File: src/hdl/types.sv
// LSU package with width constants, load function and MSHQ state enums, request and writeback structs

package types;

    // Datapath widths shared by every stage of the load path
    localparam int ADDR_WIDTH = 32;
    localparam int DATA_WIDTH = 32;
    localparam int TAG_WIDTH  = 6;

    // Bit 2 marks the zero-extending loads
    typedef enum logic [2:0] {
        LSU_FUNC_LB  = 3'd0,
        LSU_FUNC_LH  = 3'd1,
        LSU_FUNC_LW  = 3'd2,
        LSU_FUNC_LBU = 3'd4,
        LSU_FUNC_LHU = 3'd5
    } lsu_func_t;

    // Load request, 41 bits
    typedef struct packed {
        lsu_func_t             func;
        logic [ADDR_WIDTH-1:0] addr;
        logic [TAG_WIDTH-1:0]  tag;
    } lsu_req_t;

    // Writeback result, 70 bits
    typedef struct packed {
        logic [DATA_WIDTH-1:0] data;
        logic [ADDR_WIDTH-1:0] addr;
        logic [TAG_WIDTH-1:0]  tag;
    } lsu_wb_t;

    // Refill sequence of the head MSHQ entry
    typedef enum logic [1:0] {
        IDLE,
        REQ,
        FILL,
        REPLAY
    } mshq_state_t;

endpackage

File: src/hdl/lsu_ag.sv
// Address stage register for new loads and MSHQ replays

module lsu_ag (
    input  logic            clk,
    input  logic            i_arst_n,

    // New load from the core
    input  logic            i_valid,
    input  types::lsu_req_t i_req,

    // Replay offered by the MSHQ
    input  logic            i_replay_valid,
    input  types::lsu_req_t i_replay_req,
    output logic            o_replay_accept,

    // Registered request into the execute stage
    output logic            o_valid,
    output types::lsu_req_t o_req
);

    import types::*;

    lsu_req_t sel_req;

    // New loads always win, a replay only fills an otherwise idle slot
    assign o_replay_accept = i_replay_valid && !i_valid;
    assign sel_req         = i_valid ? i_req : i_replay_req;

    always_ff @(posedge clk or negedge i_arst_n) begin
        if (!i_arst_n) begin
            o_valid <= 1'b0;
        end else begin
            o_valid <= i_valid || i_replay_valid;
        end
    end

    always_ff @(posedge clk) begin
        if (i_valid || i_replay_valid) begin
            o_req <= sel_req;
        end
    end

    // MSHQ must hold its replay until this stage takes it
    a_replay_stable: assert property (
        @(posedge clk) disable iff (!i_arst_n)
        i_replay_valid && !o_replay_accept |=> i_replay_valid && $stable(i_replay_req)
    );

endmodule

File: config.mk
export PLATFORM = sky130hd
export DESIGN_NAME = lsu_ag
export DESIGN_NICKNAME = d
export VERILOG_FILES = /design/src/hdl/types.sv /design/src/hdl/lsu_ag.sv
export SDC_FILE = /design/constraint.sdc
export NUM_CORES = 1
export LEC_CHECK = 0
export BUFFER_PORTS_ARGS = -buffer_cell sky130_fd_sc_hd__buf_2
export CAP_MARGIN = 20
export CORE_ASPECT_RATIO = 0.9
export CORE_MARGIN = 3
export CORE_UTILIZATION = 38
export DETAILED_ROUTE_END_ITERATION = 10
export PLACE_DENSITY_LB_ADDON = 0.12
export REMOVE_ABC_BUFFERS = 1
export SLEW_MARGIN = 20
export SYNTH_ARGS = -nofsm -noshare
export SYNTH_HDL_FRONTEND = slang
export SYNTH_SLANG_ARGS = --single-unit
File: constraint.sdc
create_clock -name clk -period 0.8 [get_ports clk]
set_input_delay 0.16 -clock clk [delete_from_list [all_inputs] [get_ports clk]]
set_output_delay 0.16 -clock clk [all_outputs]
set_load 0.02 [all_outputs]
==> impl_metrics.toml <==
[setup_path]
arrival_ps = 850
worst-path-max-fanout = 1
crit_buf_inv = 1
required_ps = 640
slowest_delay_ps = 410
start_kind = "flip-flop"
end_kind = "primary output"
path_cells = "buf_6"
path_delay_family = "flip-flops"
critPathKind = "reg -> out"
slowest_stage = "edfxtp_1"

[timing]
final.setup.worst_slack_ps = -208.3
drv_slew = 0
hold_violations = 0
setup-violations-final = 42
fin_crit_ps = 1008
slew_headroom_pct = 85.84
timing.hold.ws_ps = 160.9
rsz0062_at_grt = "true"
clock.fmax_mhz = 991.8
tightest_slew_ps = 212.5
min_period_over_period_pct = 126.0

[run]
cap_violations = 0

[clocking]
htreeDepth = 2
numCtsBuffers = 5
cts_tree = "done"
path_clk_slew_ps = 90
cts-root-buf = "clkbuf_8"
clockBufferDepth = 2
cts_sinks = 42

[logic_synthesis]
synth_warnings = 0
synthCells = 90
yosys.area.top_type_share_pct = 62.68
ys_top_cells_by_area = "edfxtp_1 (63%), mux2_4 (29%), buf_12 (4.1%), mux2_2 (1.7%), dfrtp_1 (1.3%)"
ys_types = 8
netlist_area_sq_um = 1964
syn_area_per_cell_sq_um = 21.83
synth-seq-cells = 42
ys_seq_area_share_pct = 63.95
yosys.area.top_type = "edfxtp_1"

[die]
die_x_microns = 81.79
rows = 24
fp.coreArea_sq_um = 4925
top_level_ports = 129
die_y_microns = 74.21
initial_core_util_pct = 39.89
die_area_sq_um = 6069

[grt]
grt_first_pass_wirelength_mm = 6.141
grt_max_degree = 21
grt_antenna_before_repair = 0
grt_pass1_vias = 1307
gr-total-overflow = 0
track_usage_pct = 13.76

[power]
p_sw_share_pct = 23.37
seq_power_share_pct = 45.3
intPower_mw = 4.701
combPwrFrac_pct = 22.3
cellPowerDensity_nw_per_um2 = 2029
ir_drop_mv = 1.020
finalPower_mw = 6.135
switchingPower_mw = 1.434
p_clk_share_pct = 32.4
p_leak_nw = 1.453

[detailed_routing]
antenna_left = 0
drtPass1Iterations = 4
via_count = 1312
viasPerCell = 4.403
drtIter0Drc = 73
drc = 0
wl_per_cell_microns = 14.74
routed_wl_mm = 4.394

[place]
placed_area_sq_um = 2675
gp_congestion = 0.7252
dp_cells = 287
hpwl_mm = 3.419
place.port_buffers = 128

[finish]
layout_commonest_cell = "buf_2"
fin_cells = 298
layout-drive-gt1-share_pct = 81.12
area_delta_synth_final_pct = 53.95
layout.nets = 318
num_antenna_cells = 0
final_cell_mix = "buf_2 (99), edfxtp_1 (41), mux2_4 (38), buf_6 (27), buf_4 (11)"
finish.utilization_pct = 61.41
fin_area_sq_um = 3024

[status]
status = "finished, violations left"
violations = "setup timing"

[worst_hold_path]
hold_path_class = "in -> reg"
==> area by class of cell <==
cell class                 instances  area (sq um)
fill                             386          1901
sequential                        42          1256
timing repair buffer             140         932.1
multi-input combinational         43         616.8
tap                               65         81.33
clock buffer                       5         68.82
clock inverter                     3         68.82
==> state kept, by name, indices dropped and copies added (netlist names) <==
register  count
o_req        41
o_valid       1
==> per-stage QoR <==
stage	TNS, ps	setup WS (ps)
after floorplan	-12590	-302.8
after global placement	-26590	-359.6
after detailed placement	-27460	-389.8
after CTS	-8197	-221.4
after global routing	-9418	-261.2
final	-7596	-208.3
==> cells by family (layout without fill, tap and decap cells) <==
logic type,count (synthesis),in the layout,share of synthesized area [%]
mux,41,41,30.76
flops,42,42,63.95
simple gates,2,2,0.6373
buf+inv,5,148,4.650
==> path summary, 6_finish.rpt <==
check | startpoint | to | slack, ps | depth (start not counted)
max | o_req[37] | o_req[37] | -210 | 1
min | i_req[34] | o_req[34] | 160 | 2
max in group asynchronous | i_arst_n | o_valid | 550 | 2
min in group asynchronous | i_arst_n | o_valid | 170 | 2
==> Yosys cell counts (all sizes together) <==
cell,count
mux2,41
buf,5
edfxtp,41
or2,1
dfrtp,1
nor2b,1
==> power by group through the flow <==
stage	clock [mW]	combinational, mW	sequential (mW)
3_5_place_dp	0	1.18	2.79
3_3_place_gp	0	1.16	2.78
4_1_cts	2.04	1.28	2.76
2_1_floorplan	0	0.296	3.12
6_report	1.99	1.37	2.78
5_1_grt	2.14	1.44	2.80
==> metal layers <==
layer	up-vias	GRT usage, %	share of wire [%]
met2	85	23.50	51
met4	0	4.428	1.5
li1	631	-	-
met5	-	0	0
met1	589	14.56	34
met3	7	7.506	13
==> timing repair <==
item	in CTS	in global routing
gates resized for setup	29	32
hold buffers	1	0
buffers inserted	3	0
endpoints found under the hold margin	1	0
setup endpoints to repair	109	43
pin swaps	0	0
No activity file was read; power rests on OpenSTA's default activity.
