### src/hdl/types.sv
// LSU package with width constants, load function and MSHQ state enums, request and writeback structs

package types;

    // Datapath widths shared by every stage of the load path
    localparam int ADDR_WIDTH = 32;
    localparam int DATA_WIDTH = 32;
    localparam int TAG_WIDTH  = 6;

    // Bit 2 marks the zero-extending loads
    typedef enum logic [2:0] {
        LSU_FUNC_LB  = 3'd0,
        LSU_FUNC_LH  = 3'd1,
        LSU_FUNC_LW  = 3'd2,
        LSU_FUNC_LBU = 3'd4,
        LSU_FUNC_LHU = 3'd5
    } lsu_func_t;

    // Load request, 41 bits
    typedef struct packed {
        lsu_func_t             func;
        logic [ADDR_WIDTH-1:0] addr;
        logic [TAG_WIDTH-1:0]  tag;
    } lsu_req_t;

    // Writeback result, 70 bits
    typedef struct packed {
        logic [DATA_WIDTH-1:0] data;
        logic [ADDR_WIDTH-1:0] addr;
        logic [TAG_WIDTH-1:0]  tag;
    } lsu_wb_t;

    // Refill sequence of the head MSHQ entry
    typedef enum logic [1:0] {
        IDLE,
        REQ,
        FILL,
        REPLAY
    } mshq_state_t;

endpackage

### src/hdl/lsu_ex.sv
// Execute stage with cache lookup, hit writeback with load extension and miss routing to MSHQ

module lsu_ex #(
    parameter  int DC_LINE_WIDTH  = 5,
    parameter  int DC_INDEX_WIDTH = 4,
    parameter  int DC_WAY_WIDTH   = 1,
    localparam int DC_TAG_WIDTH   = types::ADDR_WIDTH - DC_INDEX_WIDTH - DC_LINE_WIDTH,
    localparam int DC_ADDR_WIDTH  = DC_INDEX_WIDTH + DC_WAY_WIDTH + DC_LINE_WIDTH - 2
) (
    // Request from the address stage
    input  logic                          i_valid,
    input  types::lsu_req_t               i_req,

    // Tag lookup
    input  logic                          i_dc_hit,
    input  logic [DC_WAY_WIDTH-1:0]       i_dc_way_addr,
    output logic [DC_INDEX_WIDTH-1:0]     o_dc_index,
    output logic [DC_TAG_WIDTH-1:0]       o_dc_tag,

    // Data word read
    input  logic [types::DATA_WIDTH-1:0]  i_dc_data,
    output logic [DC_ADDR_WIDTH-1:0]      o_dc_addr,

    // Miss path
    output logic                          o_mshq_en,
    output types::lsu_req_t               o_mshq_req,

    // Hit path to writeback
    output logic                          o_wb_valid,
    output types::lsu_wb_t                o_wb
);

    import types::*;

    logic [DATA_WIDTH-1:0] shifted;
    logic [DATA_WIDTH-1:0] result;

    // Address split for the tag array
    assign o_dc_index = i_req.addr[DC_INDEX_WIDTH+DC_LINE_WIDTH-1:DC_LINE_WIDTH];
    assign o_dc_tag   = i_req.addr[ADDR_WIDTH-1:ADDR_WIDTH-DC_TAG_WIDTH];

    // Word select within the hit way
    assign o_dc_addr  = {o_dc_index, i_dc_way_addr, i_req.addr[DC_LINE_WIDTH-1:2]};

    assign o_mshq_en  = i_valid && !i_dc_hit;
    assign o_mshq_req = i_req;
    assign o_wb_valid = i_valid && i_dc_hit;

    // Bring the addressed byte or halfword down to bit 0
    assign shifted = i_dc_data >> {i_req.addr[1:0], 3'b000};

    always_comb begin
        case (i_req.func)
            LSU_FUNC_LB:  result = {{(DATA_WIDTH-8){shifted[7]}}, shifted[7:0]};
            LSU_FUNC_LH:  result = {{(DATA_WIDTH-16){shifted[15]}}, shifted[15:0]};
            LSU_FUNC_LBU: result = {{(DATA_WIDTH-8){1'b0}}, shifted[7:0]};
            LSU_FUNC_LHU: result = {{(DATA_WIDTH-16){1'b0}}, shifted[15:0]};
            default:      result = i_dc_data;
        endcase
    end

    assign o_wb = '{data: result, addr: i_req.addr, tag: i_req.tag};

    // Only legal, naturally aligned loads reach this stage
    always_comb begin
        a_load_aligned: assert final (
            !i_valid
            || i_req.func == LSU_FUNC_LB
            || i_req.func == LSU_FUNC_LBU
            || ((i_req.func == LSU_FUNC_LH || i_req.func == LSU_FUNC_LHU) && !i_req.addr[0])
            || (i_req.func == LSU_FUNC_LW && i_req.addr[1:0] == 2'b00)
        );
    end

endmodule

### config.mk
export PLATFORM = sky130hd
export DESIGN_NAME = lsu_ex
export DESIGN_NICKNAME = d
export VERILOG_FILES = /design/src/hdl/types.sv /design/src/hdl/lsu_ex.sv
export SDC_FILE = /design/constraint.sdc
export NUM_CORES = 1
export LEC_CHECK = 0
export BUFFER_PORTS_ARGS = -buffer_cell sky130_fd_sc_hd__buf_2
export CAP_MARGIN = 20
export CORE_AREA = 2 2 86 88
export DETAILED_ROUTE_END_ITERATION = 10
export DIE_AREA = 0 0 88 90
export PLACE_DENSITY_LB_ADDON = 0.1
export SLEW_MARGIN = 30
export SYNTH_ARGS = -nofsm -noshare
export SYNTH_HDL_FRONTEND = slang
export SYNTH_SLANG_ARGS = --single-unit
export TNS_END_PERCENT = 30
### constraint.sdc
create_clock -name vclk -period 1.1
set_clock_uncertainty 0.15 [all_clocks]
set_input_delay 0.055 -clock vclk [all_inputs]
set_output_delay 0.055 -clock vclk [all_outputs]
set_load 0.005 [all_outputs]
==> run summary <==
In this run, the number of DRC markers left after iteration 0 of detailed routing was 29. The flow ran to the end, but the final reports show violations. The critical path in this run is classified as input port to output port. The kind of start point of the critical path is an input port. The placer congestion estimate came out at 0.7258. The initial core utilization is 0.2222. The worst hold path belongs to the class input port to output port. The area added between synthesis and finish is 29.75%. The biggest area contributor in the post-synthesis netlist is sky130_fd_sc_hd__buf_4.

The floorplan step defined a die boundary enclosing 7920 sq um. The endpoint arrival time on the critical path is 1.30 ns. The worst slew slack as a fraction of its limit came out at 0.8246.

The wire length of the first global-routing pass came out at 7389 um. The first TritonRoute pass finished after 4 iterations. The number of instances in the synthesized netlist came out at 222. In this run, distinct cell masters in the synthesized netlist total 28. The via total after detailed routing came out at 1442. The count of unresolved DRC violations after routing came out at 0. After detailed routing, the total wire length is 5057 um. The number of global-route vias before repair was 1437. The count of standard-cell rows came out at 31.

Dividing the synthesized area by the synthesized cell count gives 7.028 sq um. The number of I/O pins is 224. The initial antenna violation count came out at 0. The data required time at the worst endpoint came out at 0.89 ns. The y dimension of the die is 90 um. The total number of yosys warnings is 0. The netlist area before placement is 1560 sq um. The count of nets left with antenna violations once routing finished came out at 0.

The total of fill cells in the finished design is 780. The highest achievable clock rate came out at 663.3 MHz. The number of buffer cells added on primary ports is 80.

The checks that failed: setup timing. The top-area cell type share of the netlist area came out at 0.5485. The total area inside the core boundary comes to 7020 sq um. The worst-margin pin slew is 0.2608 ns. Once detailed placement completed, the half-perimeter wirelength came to 4024 um. The max-slew violation total from the final report came to 0. The setup slack of the critical path after layout is -0.4076 ns. The total area of sequential cells came out at 0 sq um. The final critical delay including setup and external delays came out at 1.508 ns. The total congestion overflow came out at 0. The detailed router put a total of 2037 um of wire on met1. The count of max-cap constraint violations came out at 0. The sequential cell count came out at 0.

The die is 88 um wide. The final-report setup violation count is 32. The average routed wire per standard cell came out at 14.57 um. After synthesis, the cell types taking the most area are sky130_fd_sc_hd__buf_4, sky130_fd_sc_hd__nand2_1, sky130_fd_sc_hd__o21ai_0.

Entering global routing, the biggest net connects 21 pins. Of the cells placed in the final design, the portion with a size suffix greater than 1 is 0.5887. The power density over cell area came out at 454.7 nW/um^2.

In the finished layout, the clock tree contains a buffer count of 0. When the netlist entered floorplanning its net count stood at 298. Dividing the detail-routed via count by the number of cells gives 4.156. The final hold slack is 0.1491 ns. The wire length on met2 is 2579 um.

The highest layer touched by signal routing is met4. The period utilization came out at 1.371. The amount of wire on met3 after detailed routing came out at 435 um. The setup TNS is -9.850 ns. The leakage power summed over all cells came out at 0.0009827 uW.

The number of hold violations in the final report came out at 0. Setup repair after global routing could not meet its margin everywhere. The antenna diode count is 0. Along the worst path, the maximum fanout reaches 6. For this run, the total global-route usage over all layers was measured as 0.1148.

The kind of end point of the critical path is an output port. Of the synthesized area, sequential elements account for 0. Across the VDD grid, the largest voltage drop is 0.1099 mV. The final net count is 326.
layer usage:
metal	vias to the layer above	global-route usage
met4	0	0.003846
met2	111	0.2128
li1	694	-
met3	2	0.01928
met1	635	0.1434
met5	-	0
worst paths after layout:
kind / from / to / slack, ns / cells after the start
max: i_dc_data[15] / o_wb[56] / -0.41 / 6
min: i_req[40] / o_mshq_req[40] / 0.15 / 2
metrics by stage:
stage          power (uW)  cells  utilization  worst slack, ns  instance area (sq um)
6_report            920.5    347       0.2884          -0.4076                   2024
5_1_grt              1016    347       0.2884          -0.4714                   2024
4_1_cts             911.3    347       0.2819          -0.4594                   1979
3_5_place_dp        639.7    310       0.2060          -0.4900                   1446
3_3_place_gp        645.2    310       0.2060          -0.4819                   1446
2_1_floorplan       595.9    222            -          -0.1632                   1560
cell usage in the layout (no fill, tap or decap), types with 2 or more instances in the layout:
master	Yosys	layout
sky130_fd_sc_hd__nand2_1	31	31
sky130_fd_sc_hd__o21ai_2	0	9
sky130_fd_sc_hd__o21ai_1	4	9
sky130_fd_sc_hd__buf_4	114	21
sky130_fd_sc_hd__o31ai_2	0	2
sky130_fd_sc_hd__buf_6	1	11
sky130_fd_sc_hd__a22oi_2	0	4
sky130_fd_sc_hd__o21ai_0	17	3
sky130_fd_sc_hd__mux2i_1	4	3
sky130_fd_sc_hd__dlygate4sd3_1	0	37
sky130_fd_sc_hd__inv_1	4	4
sky130_fd_sc_hd__a22o_1	2	2
sky130_fd_sc_hd__buf_2	1	75
sky130_fd_sc_hd__o31ai_1	7	5
sky130_fd_sc_hd__a221oi_1	5	2
sky130_fd_sc_hd__buf_12	0	3
sky130_fd_sc_hd__a221oi_2	0	3
sky130_fd_sc_hd__mux2_4	0	6
power breakdown:
group          switching, uW  internal [uW]
Sequential                 0              0
Combinational            438            483
Clock                      0              0
Total                    438            483
synth_stat cells (all sizes together):
cell / count
a2bb2oi: 1
o21bai: 1
o311ai: 1
a22oi: 5
mux2: 7
nand4: 1
a21oi: 1
and2: 1
a22o: 2
a221oi: 6
buf: 116
nand2: 31
o221a: 1
o2bb2ai: 1
o21ai: 21
mux2i: 4
nor2b: 3
clkbuf: 6
o31ai: 7
mux4: 1
o211ai: 1
inv: 4
worst max-delay path, cell delays in order:
cell,delay [ns]
sky130_fd_sc_hd__buf_2,0.11
sky130_fd_sc_hd__mux4_2,0.52
sky130_fd_sc_hd__o211ai_4,0.25
sky130_fd_sc_hd__buf_6,0.18
sky130_fd_sc_hd__o21ai_2,0.06
sky130_fd_sc_hd__buf_2,0.12
logic make-up (layout without fill, tap and decap cells):
| kind of cell | Yosys count | count (layout) | share of synthesized area |
|---|---|---|---|
| buffers and inverters | 126 | 152 | 0.5838 |
| AOI/OAI and AO/OA | 48 | 48 | 0.2294 |
| and+or+nand+nor | 36 | 36 | 0.09623 |
| muxes | 12 | 12 | 0.09062 |
cell type report:
type / instances / area, sq um / share of cell area
Inverter: 4 / 15.01 / 0.007417
Multi-Input combinational cell: 96 / 783.3 / 0.3869
Tap cell: 99 / 123.9 / 0.06119
Timing Repair Buffer: 148 / 1102 / 0.5445
repair_timing:
item,CTS,global route
buffers inserted,0,0
hold endpoints to repair,107,0
gates resized for setup,50,12
cloned,0,0
setup endpoints to repair,32,32
pin swaps,8,2
hold buffers,37,0
Note: power is estimated with default switching activity, not from simulation.
