--- src/hdl/types.sv ---
// LSU package with width constants, load function and MSHQ state enums, request and writeback structs

package types;

    // Datapath widths shared by every stage of the load path
    localparam int ADDR_WIDTH = 32;
    localparam int DATA_WIDTH = 32;
    localparam int TAG_WIDTH  = 6;

    // Bit 2 marks the zero-extending loads
    typedef enum logic [2:0] {
        LSU_FUNC_LB  = 3'd0,
        LSU_FUNC_LH  = 3'd1,
        LSU_FUNC_LW  = 3'd2,
        LSU_FUNC_LBU = 3'd4,
        LSU_FUNC_LHU = 3'd5
    } lsu_func_t;

    // Load request, 41 bits
    typedef struct packed {
        lsu_func_t             func;
        logic [ADDR_WIDTH-1:0] addr;
        logic [TAG_WIDTH-1:0]  tag;
    } lsu_req_t;

    // Writeback result, 70 bits
    typedef struct packed {
        logic [DATA_WIDTH-1:0] data;
        logic [ADDR_WIDTH-1:0] addr;
        logic [TAG_WIDTH-1:0]  tag;
    } lsu_wb_t;

    // Refill sequence of the head MSHQ entry
    typedef enum logic [1:0] {
        IDLE,
        REQ,
        FILL,
        REPLAY
    } mshq_state_t;

endpackage

--- src/hdl/dc_tag_array.sv ---
// Data cache tag and valid storage with parallel lookup, fill port and round-robin victim choice

module dc_tag_array #(
    parameter  int DC_LINE_WIDTH  = 5,
    parameter  int DC_INDEX_WIDTH = 4,
    parameter  int DC_WAY_WIDTH   = 1,
    localparam int DC_TAG_WIDTH   = types::ADDR_WIDTH - DC_INDEX_WIDTH - DC_LINE_WIDTH
) (
    input  logic                      clk,
    input  logic                      i_arst_n,

    // Lookup from the execute stage
    input  logic [DC_INDEX_WIDTH-1:0] i_index,
    input  logic [DC_TAG_WIDTH-1:0]   i_tag,
    output logic                      o_hit,
    output logic [DC_WAY_WIDTH-1:0]   o_way,

    // Fill from the MSHQ
    input  logic                      i_fill_en,
    input  logic [DC_INDEX_WIDTH-1:0] i_fill_index,
    input  logic [DC_TAG_WIDTH-1:0]   i_fill_tag,
    output logic [DC_WAY_WIDTH-1:0]   o_fill_way
);

    localparam int NUM_SETS = 2 ** DC_INDEX_WIDTH;
    localparam int NUM_WAYS = 2 ** DC_WAY_WIDTH;

    logic [DC_TAG_WIDTH-1:0] tag_q    [NUM_SETS][NUM_WAYS];
    logic [NUM_WAYS-1:0]     valid_q  [NUM_SETS];
    logic [DC_WAY_WIDTH-1:0] victim_q [NUM_SETS];
    logic                    fill_match;
    logic [DC_WAY_WIDTH-1:0] match_way;
    logic [NUM_SETS-1:0]     dup_set;

    // Returns {hit, way} for a tag in one set
    function automatic logic [DC_WAY_WIDTH:0] find_way(
        input logic [DC_INDEX_WIDTH-1:0] index,
        input logic [DC_TAG_WIDTH-1:0]   tag
    );
        logic [DC_WAY_WIDTH:0] found;
        found = '0;
        for (int w = 0; w < NUM_WAYS; w++) begin
            if (valid_q[index][w] && tag_q[index][w] == tag) begin
                found = {1'b1, DC_WAY_WIDTH'(w)};
            end
        end
        return found;
    endfunction

    assign {o_hit, o_way}          = find_way(i_index, i_tag);
    assign {fill_match, match_way} = find_way(i_fill_index, i_fill_tag);

    // Refill of a resident line reuses its way
    assign o_fill_way = fill_match ? match_way : victim_q[i_fill_index];

    always_ff @(posedge clk or negedge i_arst_n) begin
        if (!i_arst_n) begin
            for (int s = 0; s < NUM_SETS; s++) begin
                valid_q[s]  <= '0;
                victim_q[s] <= '0;
            end
        end else if (i_fill_en) begin
            valid_q[i_fill_index][o_fill_way] <= 1'b1;
            if (!fill_match) begin
                victim_q[i_fill_index] <= victim_q[i_fill_index] + 1'b1;
            end
        end
    end

    always_ff @(posedge clk) begin
        if (i_fill_en) begin
            tag_q[i_fill_index][o_fill_way] <= i_fill_tag;
        end
    end

    always_comb begin
        dup_set = '0;
        for (int s = 0; s < NUM_SETS; s++) begin
            for (int a = 0; a < NUM_WAYS; a++) begin
                for (int b = a + 1; b < NUM_WAYS; b++) begin
                    if (valid_q[s][a] && valid_q[s][b] && tag_q[s][a] == tag_q[s][b]) begin
                        dup_set[s] = 1'b1;
                    end
                end
            end
        end
    end

    // Repeated misses to one line must not allocate a second way
    a_no_dup_way: assert property (@(posedge clk) disable iff (!i_arst_n) dup_set == '0);

endmodule

--- config.mk ---
export PLATFORM = sky130hd
export DESIGN_NAME = dc_tag_array
export DESIGN_NICKNAME = d
export VERILOG_FILES = /design/src/hdl/types.sv /design/src/hdl/dc_tag_array.sv
export SDC_FILE = /design/constraint.sdc
export NUM_CORES = 1
export LEC_CHECK = 0
export BUFFER_PORTS_ARGS = -buffer_cell sky130_fd_sc_hd__buf_2
export CORE_ASPECT_RATIO = 0.9
export CORE_MARGIN = 10
export CORE_UTILIZATION = 55
export DETAILED_ROUTE_END_ITERATION = 10
export MAX_ROUTING_LAYER = met4
export PLACE_DENSITY = 0.67
export SLEW_MARGIN = 20
export SYNTH_ARGS = -nofsm -noshare
export SYNTH_HDL_FRONTEND = slang
export SYNTH_SLANG_ARGS = --single-unit
--- constraint.sdc ---
create_clock -name clk -period 5.75 [get_ports clk]
set_input_delay 0.2875 -clock clk [delete_from_list [all_inputs] [get_ports clk]]
set_output_delay 0.2875 -clock clk [all_outputs]
set_load 0.03 [all_outputs]
==> impl_results.md <==
* Status: finished clean
* Mapped Cells at 1970
* First-pass DRT Iterations at 5
* CTS tree: yes
* Crit path top cell by count: mux4_2
* Fin Setup TNS at 0 ns
* Worst Tran Pin Value at 1.12 ns
* Die Ht at 268 um
* Total design power at 13.4 mW
* Final setup viols at 0
* Initial core utilization at 0.553
* Clock Latency Late Sink at 0.64 ns
* # DRC at 0
* Buffers added on ports at 59
* Yosys cell types at 55
* Number of synthesized flops with an enable pin at 736
* Worst-path clk slew at 0.06 ns
* Syn avg cell area at 19.2 um^2
* Top Ports at 60
* # rows at 91
* Final Max Tran Viols at 0
* Grt met3 use at 0.0656
* Max Cap Viol at 0
* Crit-path leading delay family: simple AND/OR/NAND/NOR gates
* CP startpoint kind: input port
* Post-route cell area at 0.0423 mm^2
* Critical path arrival at 5.12 ns
* Final hold violation count at 0
* Skew final at 0.0307 ns
* FFs w/ async S/R, synth at 0.0612
* Initial antenna violation count at 2
* Post-synthesis sequential area ratio at 0.618
* Main flop type after synthesis: edfxtp_1
* Area of the mapped netlist at 0.0377 mm^2
* Critical path's largest stage delay at 0.92 ns
* WP buf/inv at 3
* Critical path class: in2out
* Minimum clock period at 5.41 ns
* Syn-to-layout area delta at 12.2%
* CTS Sinks at 784
* H-Tree Level Count at 3
* Number of CTS-inserted buffers at 82
* Fill count at 4684
* CTS resizes at 0
* RD Place Congestion at 0.900
* Reg-to-reg slack, setup at 1.28 ns
* Total GRT Usage at 0.286
* Syn_nets at 2027
* Final wirelength at 108000 um
* Setup crit end kind: output pin
* Antenna Nets Post-Route at 0
* Layout cells sized above 1 at 0.347
* Worst vdd ir at 0.305 mV
* Yosys Warn Count at 0
* Core area at 0.0682 mm^2
* Worst EP required at 5.46 ns
* WL/cell at 35.8 um
* Vias at 21700
* Worst hold slack at 0.0337 ns
* Slew headroom at 0.253
* Met1 usage at 0.392
* Final period util at 0.940
* Hold crit path type: in2reg
* Post-CTS Setup Bufs at 0
* Final Util at 0.621
* Number of synthesized register bits at 784
* Placed cell area at 0.0397 mm^2
* Hpwl dp at 71500 um
* Leak at 13.7 nW
* Clock buffer depth at 3
* First-pass GRT wire length at 158000 um
* Fmax at 185 MHz
* Fin nets at 2138
* CP max stage cell: nor3_1
* Worst-path maximum fanout at 53
* Chip width at 296 um
* Iter 0 DRT Violations at 2858
* PD cells at 317 mW/mm^2
* Post-DR vias/cell at 7.19
* GRT Residual Overflow at 0
* Root Driver: clkbuf_16
* CP Cell Sequence: buf_8, buf_12, mux4_2, mux4_2, xnor2_1, nand4_1, or4_1, nor3_1, a31o_2, buf_2
* Unrepaired setup endpoints after global routing: no
* Vias in the first global route at 21900
* Die area at 0.0795 mm^2
* Largest net degree at the start of global routing at 98
* GR met2 Demand/Resource at 0.428
* GRT Max-Usage Layer: met2
[sequential cells by signal, summed over array words and instances, names as in the netlist]
register and cells:
valid_q 32, victim_q 16, tag_q 736
[power breakdown]
| part | internal (mW) | total [mW] | leakage [nW] | switching, mW |
|---|---|---|---|---|
| clock network | 2.98 | 5.17 | 1.27 | 2.19 |
| logic | 0.722 | 1.67 | 5.22 | 0.948 |
| registers | 6.46 | 6.59 | 7.18 | 0.129 |
| total | 10.2 | 13.4 | 13.7 | 3.26 |
[through the flow]
step                      worst slack [ns]  instances
after global routing                 0.297       3022
after floorplan                       1.27       1970
after global placement               0.444       2877
after CTS                            0.498       3020
final                                0.344       3022
after detailed placement             0.504       2877
[final cells by class]
type / count / area (um^2) / area share
flip-flops and latches: 784 / 23300 / 0.551
clock inverters: 39 / 390 / 0.00922
multi-input cells: 1028 / 13900 / 0.329
repair buffers: 175 / 1410 / 0.0333
diodes: 2 / 5.00 / 0.000118
well taps: 883 / 1100 / 0.0261
inverters: 10 / 37.5 / 0.000887
clock buffers: 101 / 2160 / 0.0511
[path summary, 6_finish.rpt]
kind                                     end  depth (start not counted)     startpoint
worst max-delay path                   o_hit                         10     i_index[0]
worst min-delay path            tag_q[6][31]                          1  i_fill_tag[8]
worst max register to register  tag_q[7][19]                         11   tag_q[9][19]
worst min register to register    valid_q[7]                          1     valid_q[7]
max in group asynchronous         valid_q[4]                          3       i_arst_n
min in group asynchronous        victim_q[0]                          3       i_arst_n
[kinds of logic (layout without fill, tap and decap cells)]
kind of cell / count (synthesis) / after routing / synth area share
xor+xnor: 100 / 100 / 0.0232
compound gates: 178 / 178 / 0.0353
other cells: 0 / 2 / 0
buf+inv: 158 / 325 / 0.0206
mux: 532 / 532 / 0.276
simple gates: 218 / 218 / 0.0272
flops: 784 / 784 / 0.618
[cells in the final DEF (no fill, tap or decap), types with 15 or more instances in the layout]
master and instances:
a22oi_1 40, a31oi_1 24, a41oi_1 16, buf_12 15, buf_2 52, buf_4 101
clkbuf_1 16, clkbuf_16 83, clkinv_2 19, dfrtp_1 48, edfxtp_1 736, mux2i_1 121
mux4_2 407, nand2_1 75, nand4_1 16, nor2_1 21, nor2_4 32, nor2b_1 16
o21bai_1 32, xnor2_1 74, xor2_1 26
[repair_timing]
action                                 4_1_cts  5_1_grt
setup endpoints to repair                    0        0
endpoints found under the hold margin       54        0
hold buffers                                 3        0
[cell usage after synthesis (3+ instances only)]
cell type,number,share of area
edfxtp_1,736,0.59
mux4_2,407,0.24
mux2i_1,121,0.032
nand2_1,75,0.0075
xnor2_1,74,0.017
clkbuf_1,54,0.0054
nor2_1,53,0.0053
dfrtp_1,48,0.032
buf_2,44,0.0058
a22oi_1,40,0.0080
o21bai_1,32,0.0064
buf_1,26,0.0026
xor2_1,26,0.0060
a31oi_1,24,0.0040
a41oi_1,16,0.0037
nand4_1,16,0.0027
nor2b_1,16,0.0027
buf_4,14,0.0028
nor3_1,14,0.0019
a21oi_1,11,0.0015
nor4_1,11,0.0018
a22o_1,10,0.0023
buf_6,10,0.0030
nand3_1,10,0.0013
o21ai_0,10,0.0013
inv_1,9,0.00090
and2_1,7,0.0012
nand2b_1,5,0.00083
a221oi_1,4,0.00093
mux2_2,4,0.0012
a2111oi_0,3,0.00070
a211oi_1,3,0.00060
and3_1,3,0.00050
o22ai_1,3,0.00050
[layer usage]
metal | part of all wire | vias to the layer above
li1 | - | 8613
met2 | 0.47 | 1324
met5 | 0 | -
met1 | 0.39 | 11600
met4 | 0.033 | 0
met3 | 0.11 | 182
Note: power is estimated with default switching activity, not from simulation.
