### config.mk
export PLATFORM = sky130hd
export DESIGN_NAME = lsu_mshq
export DESIGN_NICKNAME = d
export VERILOG_FILES = /design/src/hdl/types.sv /design/src/hdl/lsu_mshq.sv
export SDC_FILE = /design/constraint.sdc
export NUM_CORES = 1
export LEC_CHECK = 0
export ABC_AREA = 0
export BUFFER_PORTS_ARGS = -buffer_cell sky130_fd_sc_hd__buf_2
export CAP_MARGIN = 20
export CORE_AREA = 2 2 123 125
export DETAILED_ROUTE_END_ITERATION = 8
export DIE_AREA = 0 0 125 127
export GPL_ROUTABILITY_DRIVEN = 0
export PLACE_DENSITY = 0.79
export SLEW_MARGIN = 10
export SYNTH_ARGS = -nofsm -noshare
export SYNTH_HDL_FRONTEND = slang
export SYNTH_SLANG_ARGS = --single-unit
### constraint.sdc
create_clock -name clk -period 3.1 [get_ports clk]
set_clock_uncertainty 0.15 [all_clocks]
set_input_delay 0.62 -clock clk [delete_from_list [all_inputs] [get_ports clk]]
set_output_delay 0.62 -clock clk [all_outputs]
set_load 0.05 [all_outputs]
### src/hdl/types.sv
// LSU package with width constants, load function and MSHQ state enums, request and writeback structs

package types;

    // Datapath widths shared by every stage of the load path
    localparam int ADDR_WIDTH = 32;
    localparam int DATA_WIDTH = 32;
    localparam int TAG_WIDTH  = 6;

    // Bit 2 marks the zero-extending loads
    typedef enum logic [2:0] {
        LSU_FUNC_LB  = 3'd0,
        LSU_FUNC_LH  = 3'd1,
        LSU_FUNC_LW  = 3'd2,
        LSU_FUNC_LBU = 3'd4,
        LSU_FUNC_LHU = 3'd5
    } lsu_func_t;

    // Load request, 41 bits
    typedef struct packed {
        lsu_func_t             func;
        logic [ADDR_WIDTH-1:0] addr;
        logic [TAG_WIDTH-1:0]  tag;
    } lsu_req_t;

    // Writeback result, 70 bits
    typedef struct packed {
        logic [DATA_WIDTH-1:0] data;
        logic [ADDR_WIDTH-1:0] addr;
        logic [TAG_WIDTH-1:0]  tag;
    } lsu_wb_t;

    // Refill sequence of the head MSHQ entry
    typedef enum logic [1:0] {
        IDLE,
        REQ,
        FILL,
        REPLAY
    } mshq_state_t;

endpackage

### src/hdl/lsu_mshq.sv
// Miss queue with refill FSM, memory request, beat collection, cache fill and load replay

module lsu_mshq #(
    parameter  int DC_LINE_WIDTH  = 5,
    parameter  int DC_INDEX_WIDTH = 4,
    parameter  int DC_WAY_WIDTH   = 1,
    parameter  int MSHQ_DEPTH     = 4,
    localparam int DC_TAG_WIDTH   = types::ADDR_WIDTH - DC_INDEX_WIDTH - DC_LINE_WIDTH,
    localparam int DC_ADDR_WIDTH  = DC_INDEX_WIDTH + DC_WAY_WIDTH + DC_LINE_WIDTH - 2
) (
    input  logic                         clk,
    input  logic                         i_arst_n,

    // Enqueue from the execute stage
    input  logic                         i_en,
    input  types::lsu_req_t              i_req,

    // External memory port
    output logic                         o_mem_req,
    output logic [types::ADDR_WIDTH-1:0] o_mem_line_addr,
    input  logic                         i_mem_valid,
    input  logic [types::DATA_WIDTH-1:0] i_mem_data,

    // Tag array fill
    output logic                         o_fill_en,
    output logic [DC_INDEX_WIDTH-1:0]    o_fill_index,
    output logic [DC_TAG_WIDTH-1:0]      o_fill_tag,
    input  logic [DC_WAY_WIDTH-1:0]      i_fill_way,

    // Data array writes
    output logic                         o_dwr_en,
    output logic [DC_ADDR_WIDTH-1:0]     o_dwr_addr,
    output logic [types::DATA_WIDTH-1:0] o_dwr_data,

    // Replay into the address stage
    output logic                         o_replay_valid,
    output types::lsu_req_t              o_replay_req,
    input  logic                         i_replay_accept
);

    import types::*;

    localparam int PTR_WIDTH  = (MSHQ_DEPTH > 1) ? $clog2(MSHQ_DEPTH) : 1;
    localparam int BEAT_WIDTH = DC_LINE_WIDTH - 2;

    lsu_req_t                queue_q [MSHQ_DEPTH];
    lsu_req_t                head;
    logic [PTR_WIDTH-1:0]    head_q;
    logic [PTR_WIDTH-1:0]    tail_q;
    logic [PTR_WIDTH:0]      count_q;
    mshq_state_t             state_q;
    mshq_state_t             state_d;
    logic [BEAT_WIDTH-1:0]   beat_q;
    logic [DC_WAY_WIDTH-1:0] way_q;
    logic                    full;
    logic                    pop;
    logic                    last_beat;

    function automatic logic [PTR_WIDTH-1:0] next_ptr(input logic [PTR_WIDTH-1:0] ptr);
        return (ptr == PTR_WIDTH'(MSHQ_DEPTH - 1)) ? '0 : ptr + 1'b1;
    endfunction

    assign head      = queue_q[head_q];
    assign full      = count_q == (PTR_WIDTH + 1)'(MSHQ_DEPTH);
    assign pop       = (state_q == REPLAY) && i_replay_accept;
    assign last_beat = &beat_q;

    always_comb begin
        state_d = state_q;
        case (state_q)
            IDLE:    if (count_q != '0) state_d = REQ;
            REQ:     state_d = FILL;
            FILL:    if (i_mem_valid && last_beat) state_d = REPLAY;
            REPLAY:  if (i_replay_accept) state_d = IDLE;
            default: state_d = IDLE;
        endcase
    end

    always_ff @(posedge clk or negedge i_arst_n) begin
        if (!i_arst_n) begin
            state_q <= IDLE;
            head_q  <= '0;
            tail_q  <= '0;
            count_q <= '0;
            beat_q  <= '0;
        end else begin
            state_q <= state_d;
            if (i_en) begin
                tail_q <= next_ptr(tail_q);
            end
            if (pop) begin
                head_q <= next_ptr(head_q);
            end
            case ({i_en, pop})
                2'b10:   count_q <= count_q + 1'b1;
                2'b01:   count_q <= count_q - 1'b1;
                default: count_q <= count_q;
            endcase
            // Wraps back to zero on the last beat of a line
            if (o_dwr_en) begin
                beat_q <= beat_q + 1'b1;
            end
        end
    end

    // Queue payload and the way chosen for the current refill
    always_ff @(posedge clk) begin
        if (i_en) begin
            queue_q[tail_q] <= i_req;
        end
        if (state_q == REQ) begin
            way_q <= i_fill_way;
        end
    end

    assign o_mem_req       = state_q == REQ;
    assign o_mem_line_addr = {head.addr[ADDR_WIDTH-1:DC_LINE_WIDTH], {DC_LINE_WIDTH{1'b0}}};

    assign o_fill_index    = head.addr[DC_INDEX_WIDTH+DC_LINE_WIDTH-1:DC_LINE_WIDTH];
    assign o_fill_tag      = head.addr[ADDR_WIDTH-1:ADDR_WIDTH-DC_TAG_WIDTH];

    // Each beat goes straight into the data array, tag follows the last one
    assign o_dwr_en        = (state_q == FILL) && i_mem_valid;
    assign o_dwr_addr      = {o_fill_index, way_q, beat_q};
    assign o_dwr_data      = i_mem_data;
    assign o_fill_en       = o_dwr_en && last_beat;

    assign o_replay_valid  = state_q == REPLAY;
    assign o_replay_req    = head;

    // Load source has to respect the queue depth
    a_no_push_full: assert property (@(posedge clk) disable iff (!i_arst_n) i_en |-> !full);

    // Memory only answers the pulse sent from REQ
    a_beat_in_fill: assert property (
        @(posedge clk) disable iff (!i_arst_n) i_mem_valid |-> state_q == FILL
    );

endmodule

==> summary.txt, run 1 <==
CTS root buffer -> clkbuf_16
DRC viols -> 0
Routed WL -> 13.5 mm
H-tree Lvls -> 4
Die X -> 125 um
CP Data Required Time -> 2.33 ns
Antenna diodes -> 0
post-DR vias/cell -> 5.21
I/O pins -> 223
leading cell type in the layout, fill and taps excluded -> edfxtp_1
Critical R2R Launch -> state_q[0]$_DFFE_PN0P_
die area -> 0.0159 mm^2
fin. max-slew vios -> 0
IO Port Bufs -> 153
layout cells sized above 1 -> 50.9%
sequential fraction of the synthesis area -> 70.5%
Worst Hold Depth -> 1
post-layout minimum cycle time -> 2.88 ns
DP Wirelength -> 8.94 mm
Detail Route Antenna Nets -> 0
TNS Setup -> 0 ns
Worst EP arrival -> 2.11 ns
CTS tree -> built
flops & latches, synth -> 177
final hold viol count -> 0
Crit. End Element -> output pin
initial antenna violation count -> 0
fin crit share -> 92.8%
slowest stage delay, CP -> 0.62 ns
Critical-path top delay cell -> mux4_2
CP endpoint -> o_replay_req[29]
Skew-Pair Late Insertion Delay -> 0.42 ns
fin util -> 58.0%
number of global-route vias before repair -> 3715
ys async rst share -> 6.78%
Syn Area/Cell -> 19.9 um^2
WS Path Type -> register to output pin
Post-Place Cells -> 617
fillcell total -> 1081
largest net degree at the start of global routing -> 24
Layout Nets -> 546
Register Area -> 0.00526 mm^2
commonest register cell after synthesis -> edfxtp_1
Core Area -> 0.0144 mm^2
vias after detailed routing -> 3389
EDFF count, synth -> 165
FMAX -> 0.347 GHz
multi-input logic area -> 0.00136 mm^2
drt wl/cell -> 20.8 um
most frequent cells in the layout -> edfxtp_1 (165), buf_2 (153), mux4_2 (38)
Slew @ Worst Pin -> 0.614 ns
synthesis-to-layout area growth -> 12.2%
overall global routing resource usage -> 17.6%
clock slew seen by the registers of the worst setup and hold paths -> 0.06 ns
Max FO, Critical Path -> 23
worst-path cell chain -> buf_4, mux4_2, buf_2
Initial DRT Pass Iterations -> 4
Die Height -> 127 um
Hold Crit Class -> input port to register
CP Launch Type -> register
Reg2Reg Setup Slack -> 0.93 ns
warnings from Yosys -> 0
Reg2Reg Depth -> 8
CTS Sinks -> 177
Netlist cell types -> 29
starting density of the core -> 51.7%
first-pass GRT wire length -> 20.5 mm
reg2reg end -> count_q[2]$_DFFE_PN0P_
final setup vio count -> 0
Slew headroom -> 59.0%
unrepaired setup endpoints after global routing -> no
Iteration-0 DRC Markers -> 240
CTS buffer count -> 17
max cap viols -> 0
mapped cell area -> 0.00745 mm^2
# rows -> 44
Crit. Startpoint -> head_q[0]$_DFFE_PN0P_
grt total ovfl -> 0
status -> complete, no violations
Post-Syn Instances -> 375
Clock Tree Buf Depth -> 2
Non-Filler Instances -> 650
-- cell type report --
class,count,area share [%]
clock buffers,20,5.22
clock inverters,12,1.97
flip-flops and latches,177,62.9
inverters,7,0.314
multi-input cells,89,16.2
repair buffers,161,10.7
well taps,184,2.75
-- stage by stage --
stage / cell area, um^2 / hold WS (ns) / worst slack, ns
floorplan: 7470 / 0.174 / 0.745
global placement: 7750 / 0.326 / 0.636
detailed placement: 7750 / 0.335 / 0.618
CTS: 8360 / 0.197 / 0.153
global route: 8360 / 0.194 / 0.0979
finish: 8360 / 0.223 / 0.222
-- state kept, by name (all words and copies together), names as in the netlist --
register  count
head_q        2
queue_q     164
state_q       2
beat_q        3
way_q         1
count_q       3
tail_q        2
-- cell usage after synthesis, drive strengths merged, types with 2 or more instances --
cell,count,area (um^2)
and2,4,25.0
buf,105,832
dfrtp,12,300
edfxtp,165,4950
ha,13,163
inv,7,26.3
mux2,5,56.3
mux4,41,935
nand2,4,15.0
o21ai,2,10.0
xnor2,3,26.3
-- timing repair --
action | in CTS | in global routing
endpoints found under the setup margin | 0 | 0
hold endpoints to repair | 12 | 0
gates resized for setup | 0 | 0
hold buffers | 1 | 0
setup buffers | 0 | 0
-- worst min-delay path by stage --
| stage | startpoint | to |
|---|---|---|
| 6_report | i_fill_way | way_q$_DFFE_PP_ |
| 2_1_floorplan | i_arst_n | beat_q[0]$_DFFE_PN0P_ |
| 5_1_grt | i_fill_way | way_q$_DFFE_PP_ |
| 3_5_place_dp | count_q[2]$_DFFE_PN0P_ | count_q[2]$_DFFE_PN0P_ |
| 4_1_cts | i_fill_way | way_q$_DFFE_PP_ |
| 3_3_place_gp | count_q[2]$_DFFE_PN0P_ | count_q[2]$_DFFE_PN0P_ |
-- critical path: cells and delay by family, from the launching register on --
family | cells | cell delay [ns]
multiplexers | 1 | 0.62
flip-flops | 1 | 0.40
buffers and inverters | 2 | 0.63
-- cell families (layout without fill, tap and decap cells) --
| logic type | count (synthesis) | after routing | synth area share [%] |
|---|---|---|---|
| AOI/OAI and AO/OA | 5 | 5 | 0.437 |
| xor gates and xnor gates | 4 | 4 | 0.470 |
| adders and majority gates | 14 | 14 | 2.45 |
| buffers and inverters | 113 | 200 | 11.6 |
| DFF | 177 | 177 | 70.5 |
| muxes | 46 | 46 | 13.3 |
| other | 1 | 5 | 0.0503 |
| and+or+nand+nor | 15 | 15 | 1.21 |
-- metal layers --
layer  wire length [um]  GRT usage (%)  up-vias
met5                  0              0        -
met4                483           8.69        0
met3                892           6.53       48
met2               6920           28.8      120
met1               5200           20.8     1717
li1                   -              -     1504
Power of run 1 is not shown: default switching activity piles up to over one toggle a cycle in this logic, so the estimate is an artifact.
==> run 2, diff against run 1 <==
--- a/config.mk
+++ b/config.mk
@@ -8,9 +8,11 @@
 export ABC_AREA = 0
 export BUFFER_PORTS_ARGS = -buffer_cell sky130_fd_sc_hd__buf_2
 export CAP_MARGIN = 20
-export CORE_AREA = 2 2 123 125
+export CELL_PAD_IN_SITES_DETAIL_PLACEMENT = 1
+export CELL_PAD_IN_SITES_GLOBAL_PLACEMENT = 2
+export CORE_AREA = 2 2 145 147
 export DETAILED_ROUTE_END_ITERATION = 8
-export DIE_AREA = 0 0 125 127
+export DIE_AREA = 0 0 147 149
 export GPL_ROUTABILITY_DRIVEN = 0
 export PLACE_DENSITY = 0.79
 export SLEW_MARGIN = 10
==> run 2 against run 1 <==
Routed wire length is 8.3% higher. Register-to-register slack better by 0.04 ns. Global-route usage is 3.9 points lower. Via count is 1.5% higher. First-iteration DRC count is 18% lower. Die area is 38% higher. Critical path type unchanged. Critical endpoint is now o_replay_req[39]. Highest routed layer unchanged.
==> summary.txt, run 2 (synthesis results as in run 1) <==
Die X -> 147 um
post-layout minimum cycle time -> 2.86 ns
final setup vio count -> 0
WS Path Type -> register to output pin
Hold Crit Class -> input port to register
status -> complete, no violations
final hold viol count -> 0
vias after detailed routing -> 3440
fin. max-slew vios -> 0
Clock Tree Buf Depth -> 2
number of global-route vias before repair -> 3794
CTS tree -> built
Max FO, Critical Path -> 13
initial antenna violation count -> 1
# rows -> 53
Crit. End Element -> output pin
clock slew seen by the registers of the worst setup and hold paths -> 0.07 ns
fillcell total -> 2012
H-tree Lvls -> 4
DRC viols -> 0
Routed WL -> 14.6 mm
CTS root buffer -> clkbuf_16
Critical R2R Launch -> state_q[0]$_DFFE_PN0P_
IO Port Bufs -> 153
multi-input logic area -> 0.00136 mm^2
most frequent cells in the layout -> edfxtp_1 (165), buf_2 (153), mux4_2 (38)
I/O pins -> 223
CP Data Required Time -> 2.33 ns
number of flip-flops in the largest register -> 164
CTS buffer count -> 17
Reg with most FFs -> queue_q
CTS Sinks -> 177
layout cells sized above 1 -> 51.6%
grt total ovfl -> 0
DP Wirelength -> 9.81 mm
Initial DRT Pass Iterations -> 4
FMAX -> 0.349 GHz
first-pass GRT wire length -> 22.2 mm
Register Area -> 0.00526 mm^2
starting density of the core -> 36.3%
post-DR vias/cell -> 4.63
max cap viols -> 0
Worst EP arrival -> 2.09 ns
Die Height -> 149 um
Skew-Pair Late Insertion Delay -> 0.42 ns
CP Launch Type -> register
synthesis-to-layout area growth -> 14.2%
TNS Setup -> 0 ns
Detail Route Antenna Nets -> 0
top flop regs -> queue_q x164, beat_q x3, count_q x3
hold_sp -> i_fill_way
Iteration-0 DRC Markers -> 197
Layout Nets -> 547
die area -> 0.0219 mm^2
largest net degree at the start of global routing -> 31
drt wl/cell -> 19.7 um
Crit. Startpoint -> head_q[0]$_DFFE_PN0P_
fin crit share -> 92.4%
leading cell type in the layout, fill and taps excluded -> edfxtp_1
Core Area -> 0.0206 mm^2
overall global routing resource usage -> 13.7%
unrepaired setup endpoints after global routing -> no
-- run 2: changes by cell type in the layout (fill, tap and decap cells not counted) --
cell and change:
clkinvlp_4 +3, clkinv_1 -1, inv_8 +1, diode_2 +1, clkbuf_16 +1, clkinv_4 +1
clkinv_2 -3, buf_4 -2, bufinv_16 -2, inv_6 +3, buf_12 +2, clkbuf_1 -2
-- run 2: through the flow --
stage               hold slack, ns  util (%)  cell area [um^2]  cells  setup WS [ns]
floorplan                    0.174         -              7470    379          0.745
global placement             0.325      38.4              7890    708          0.499
detailed placement           0.331      38.4              7890    708          0.489
CTS                          0.196      41.3              8490    741         0.0115
global route                 0.191      41.4              8510    742          0.121
finish                       0.220      41.4              8510    743          0.237
-- run 2: path summary, 6_finish.rpt --
path | slack [ns] | cells after the start | end
worst min register to register | 0.35 | 1 | count_q[2]$_DFFE_PN0P_
worst max-delay path | 0.24 | 3 | o_replay_req[39]
worst min-delay path | 0.22 | 1 | way_q$_DFFE_PP_
max in group asynchronous | 2.09 | 2 | head_q[0]$_DFFE_PN0P_
worst max register to register | 0.97 | 8 | count_q[2]$_DFFE_PN0P_
min in group asynchronous | 0.46 | 2 | beat_q[1]$_DFFE_PN0P_
-- run 2: timing repair --
item | CTS | global route
endpoints found under the hold margin | 12 | 0
buffers inserted | 0 | 1
hold buffers | 1 | 0
resized for setup | 0 | 0
setup endpoints to repair | 0 | 40
-- run 2: per-layer routing --
layer  up-vias  routed length (um)  GRT usage [%]
li1       1506                   -              -
met1      1787                5750           15.6
met2       108                7650           24.1
met3        39                 722           3.55
met4         0                 495           6.97
met5         -                   0              0
-- run 2: worst max-delay path, cell delays in order, from the launching register on --
cell,delay (ns)
dfrtp_4,0.64
clkbuf_16,0.26
mux4_2,0.54
buf_2,0.23
-- run 2: cell type report --
cell class              count  share of cell area [%]
repair buffers            162                    11.1
inverters                   7                   0.309
well taps                 275                    4.04
diodes                      1                  0.0294
clock buffers              18                    5.04
flip-flops and latches    177                    61.8
multi-input cells          89                    15.9
clock inverters            14                    1.82
Power of run 2 is left out for the same reason.
==> run 3, diff against run 2 <==
--- a/config.mk
+++ b/config.mk
@@ -10,11 +10,11 @@
 export CAP_MARGIN = 20
 export CELL_PAD_IN_SITES_DETAIL_PLACEMENT = 1
 export CELL_PAD_IN_SITES_GLOBAL_PLACEMENT = 2
-export CORE_AREA = 2 2 145 147
+export CORE_AREA = 2 2 154 156
 export DETAILED_ROUTE_END_ITERATION = 8
-export DIE_AREA = 0 0 147 149
+export DIE_AREA = 0 0 156 158
 export GPL_ROUTABILITY_DRIVEN = 0
-export PLACE_DENSITY = 0.79
+export PLACE_DENSITY = 0.74
 export SLEW_MARGIN = 10
 export SYNTH_ARGS = -nofsm -noshare
 export SYNTH_HDL_FRONTEND = slang
==> constraint.sdc (replaced) <==
create_clock -name clk -period 2.6 [get_ports clk]
set_clock_uncertainty 0.15 [all_clocks]
set_input_delay 0.52 -clock clk [delete_from_list [all_inputs] [get_ports clk]]
set_output_delay 0.52 -clock clk [all_outputs]
set_load 0.05 [all_outputs]
==> run 3 against run 2 <==
The flow now finishes with violations (negative setup slack). Non-clock buffer count rose by 7. Sequential cell count did not move. Routed wire length rose by 3.8%. Worst setup slack got worse by 0.24 ns. Via count rose by 0.90%. Register-to-register slack got worse by 0.54 ns. Worst hold slack got worse by 0.10 ns. Clock-buffer cell count fell by 1. First-iteration DRC count fell by 34%. Core utilization fell by 2.4 points. Final area rose by 5.6%. Sequential share of layout area fell by 3.3 points. Critical endpoint is now o_mem_line_addr[16]. Largest cell class unchanged.
==> summary.txt, run 3 (synthesis results as in run 1) <==
PnR worst setup slack -> -0.00421 ns
Hold Crit Class -> input port to register
Post-Place Cells -> 727
Non-Filler Instances -> 765
Worst EP arrival -> 1.93 ns
DP Wirelength -> 9.86 mm
synthesis-to-layout area growth -> 20.7%
largest net degree at the start of global routing -> 29
CP Launch Type -> register
I/O pins -> 223
Layout Nets -> 554
overall global routing resource usage -> 12.4%
clock slew seen by the registers of the worst setup and hold paths -> 0.07 ns
top flop regs -> queue_q x164, beat_q x3, count_q x3
CTS Sinks -> 177
fin crit share -> 100%
leading cell type in the layout, fill and taps excluded -> edfxtp_1
die area -> 0.0246 mm^2
first-pass GRT wire length -> 22.2 mm
Reg with most FFs -> queue_q
Crit. End Element -> output pin
grt total ovfl -> 0
max cap viols -> 0
Max FO, Critical Path -> 9
pre-CTS setup slack -> 0.344 ns
DRC viols -> 0
starting density of the core -> 32.3%
layout cells sized above 1 -> 52.7%
number of global-route vias before repair -> 3818
post-DR vias/cell -> 4.54
vias after detailed routing -> 3471
# rows -> 56
FMAX -> 0.384 GHz
number of flip-flops in the largest register -> 164
CTS root buffer -> clkbuf_16
CTS buffer count -> 17
failing checks -> negative setup slack
drt wl/cell -> 19.8 um
TNS Setup -> -0.00803 ns
IO Port Bufs -> 153
final hold viol count -> 0
post-layout minimum cycle time -> 2.60 ns
initial antenna violation count -> 2
Clock Tree Buf Depth -> 2
fin util -> 39.0%
WS Path Type -> register to output pin
final setup vio count -> 2
Skew-Pair Late Insertion Delay -> 0.42 ns
CTS tree -> built
H-tree Lvls -> 4
Die X -> 156 um
status -> finished, violations left
Initial DRT Pass Iterations -> 4
most frequent cells in the layout -> edfxtp_1 (165), buf_2 (78), buf_6 (56)
Core Area -> 0.0231 mm^2
Die Height -> 158 um
Iteration-0 DRC Markers -> 131
fin. max-slew vios -> 0
unrepaired setup endpoints after global routing -> yes
Detail Route Antenna Nets -> 0
CP Data Required Time -> 1.93 ns
Routed WL -> 15.2 mm
## run 3: changes by cell type in the layout (fill, tap and decap cells not counted), moves of 2 or more
| cell | before | now |
|---|---|---|
| buf_4 | 0 | 24 |
| buf_2 | 153 | 78 |
| buf_6 | 0 | 56 |
| clkinv_4 | 3 | 6 |
| inv_6 | 3 | 1 |
## run 3: worst paths after layout
path	cells past startpoint	start	endpoint	slack (ns)
max in group asynchronous	2	i_arst_n	head_q[1]$_DFFE_PN0P_	1.68
min in group asynchronous	2	i_arst_n	beat_q[2]$_DFFE_PN0P_	0.35
setup reg to reg	8	state_q[0]$_DFFE_PN0P_	count_q[2]$_DFFE_PN0P_	0.43
hold / removal	1	i_fill_way	way_q$_DFFE_PP_	0.12
setup / recovery	3	head_q[0]$_DFFE_PN0P_	o_mem_line_addr[16]	-0.004
hold reg to reg	1	count_q[2]$_DFFE_PN0P_	count_q[2]$_DFFE_PN0P_	0.36
## run 3: cell type report
type	instances	area [um^2]
diodes	1	2.50
clock buffers	17	425
clock inverters	15	156
fillers	2211	14100
inverters	7	26.3
multi-input cells	89	1350
flip-flops and latches	177	5260
well taps	290	363
repair buffers	169	1400
## run 3: critical path: stages (launching register included)
cell       delay, ns
dfrtp_4         0.51
clkbuf_16       0.21
mux4_2          0.57
buf_4           0.22
## run 3: repair_timing
item	in CTS	in global routing
endpoints found under the hold margin	12	0
cloned	0	1
pin swaps	0	0
endpoints found under the setup margin	98	95
resized for setup	18	181
hold buffers	1	0
buffers inserted	3	0
## run 3: per-stage QoR
stage               hold slack, ns  area (um^2)
CTS                         0.0915         8580
detailed placement           0.277         7930
global route                0.0970         8990
global placement             0.266         7930
finish                       0.115         8990
floorplan                   0.0744         7470
## run 3: layer usage
| layer | vias up | part of all wire (%) | wire (um) | track usage, % |
|---|---|---|---|---|
| met5 | - | 0.086 | 13 | 0 |
| met4 | 2 | 2.7 | 410 | 5.59 |
| li1 | 1519 | - | - | - |
| met3 | 45 | 5.2 | 787 | 3.94 |
| met2 | 112 | 52 | 7880 | 21.9 |
| met1 | 1793 | 40 | 6080 | 13.7 |
Power of run 3 is left out for the same reason.
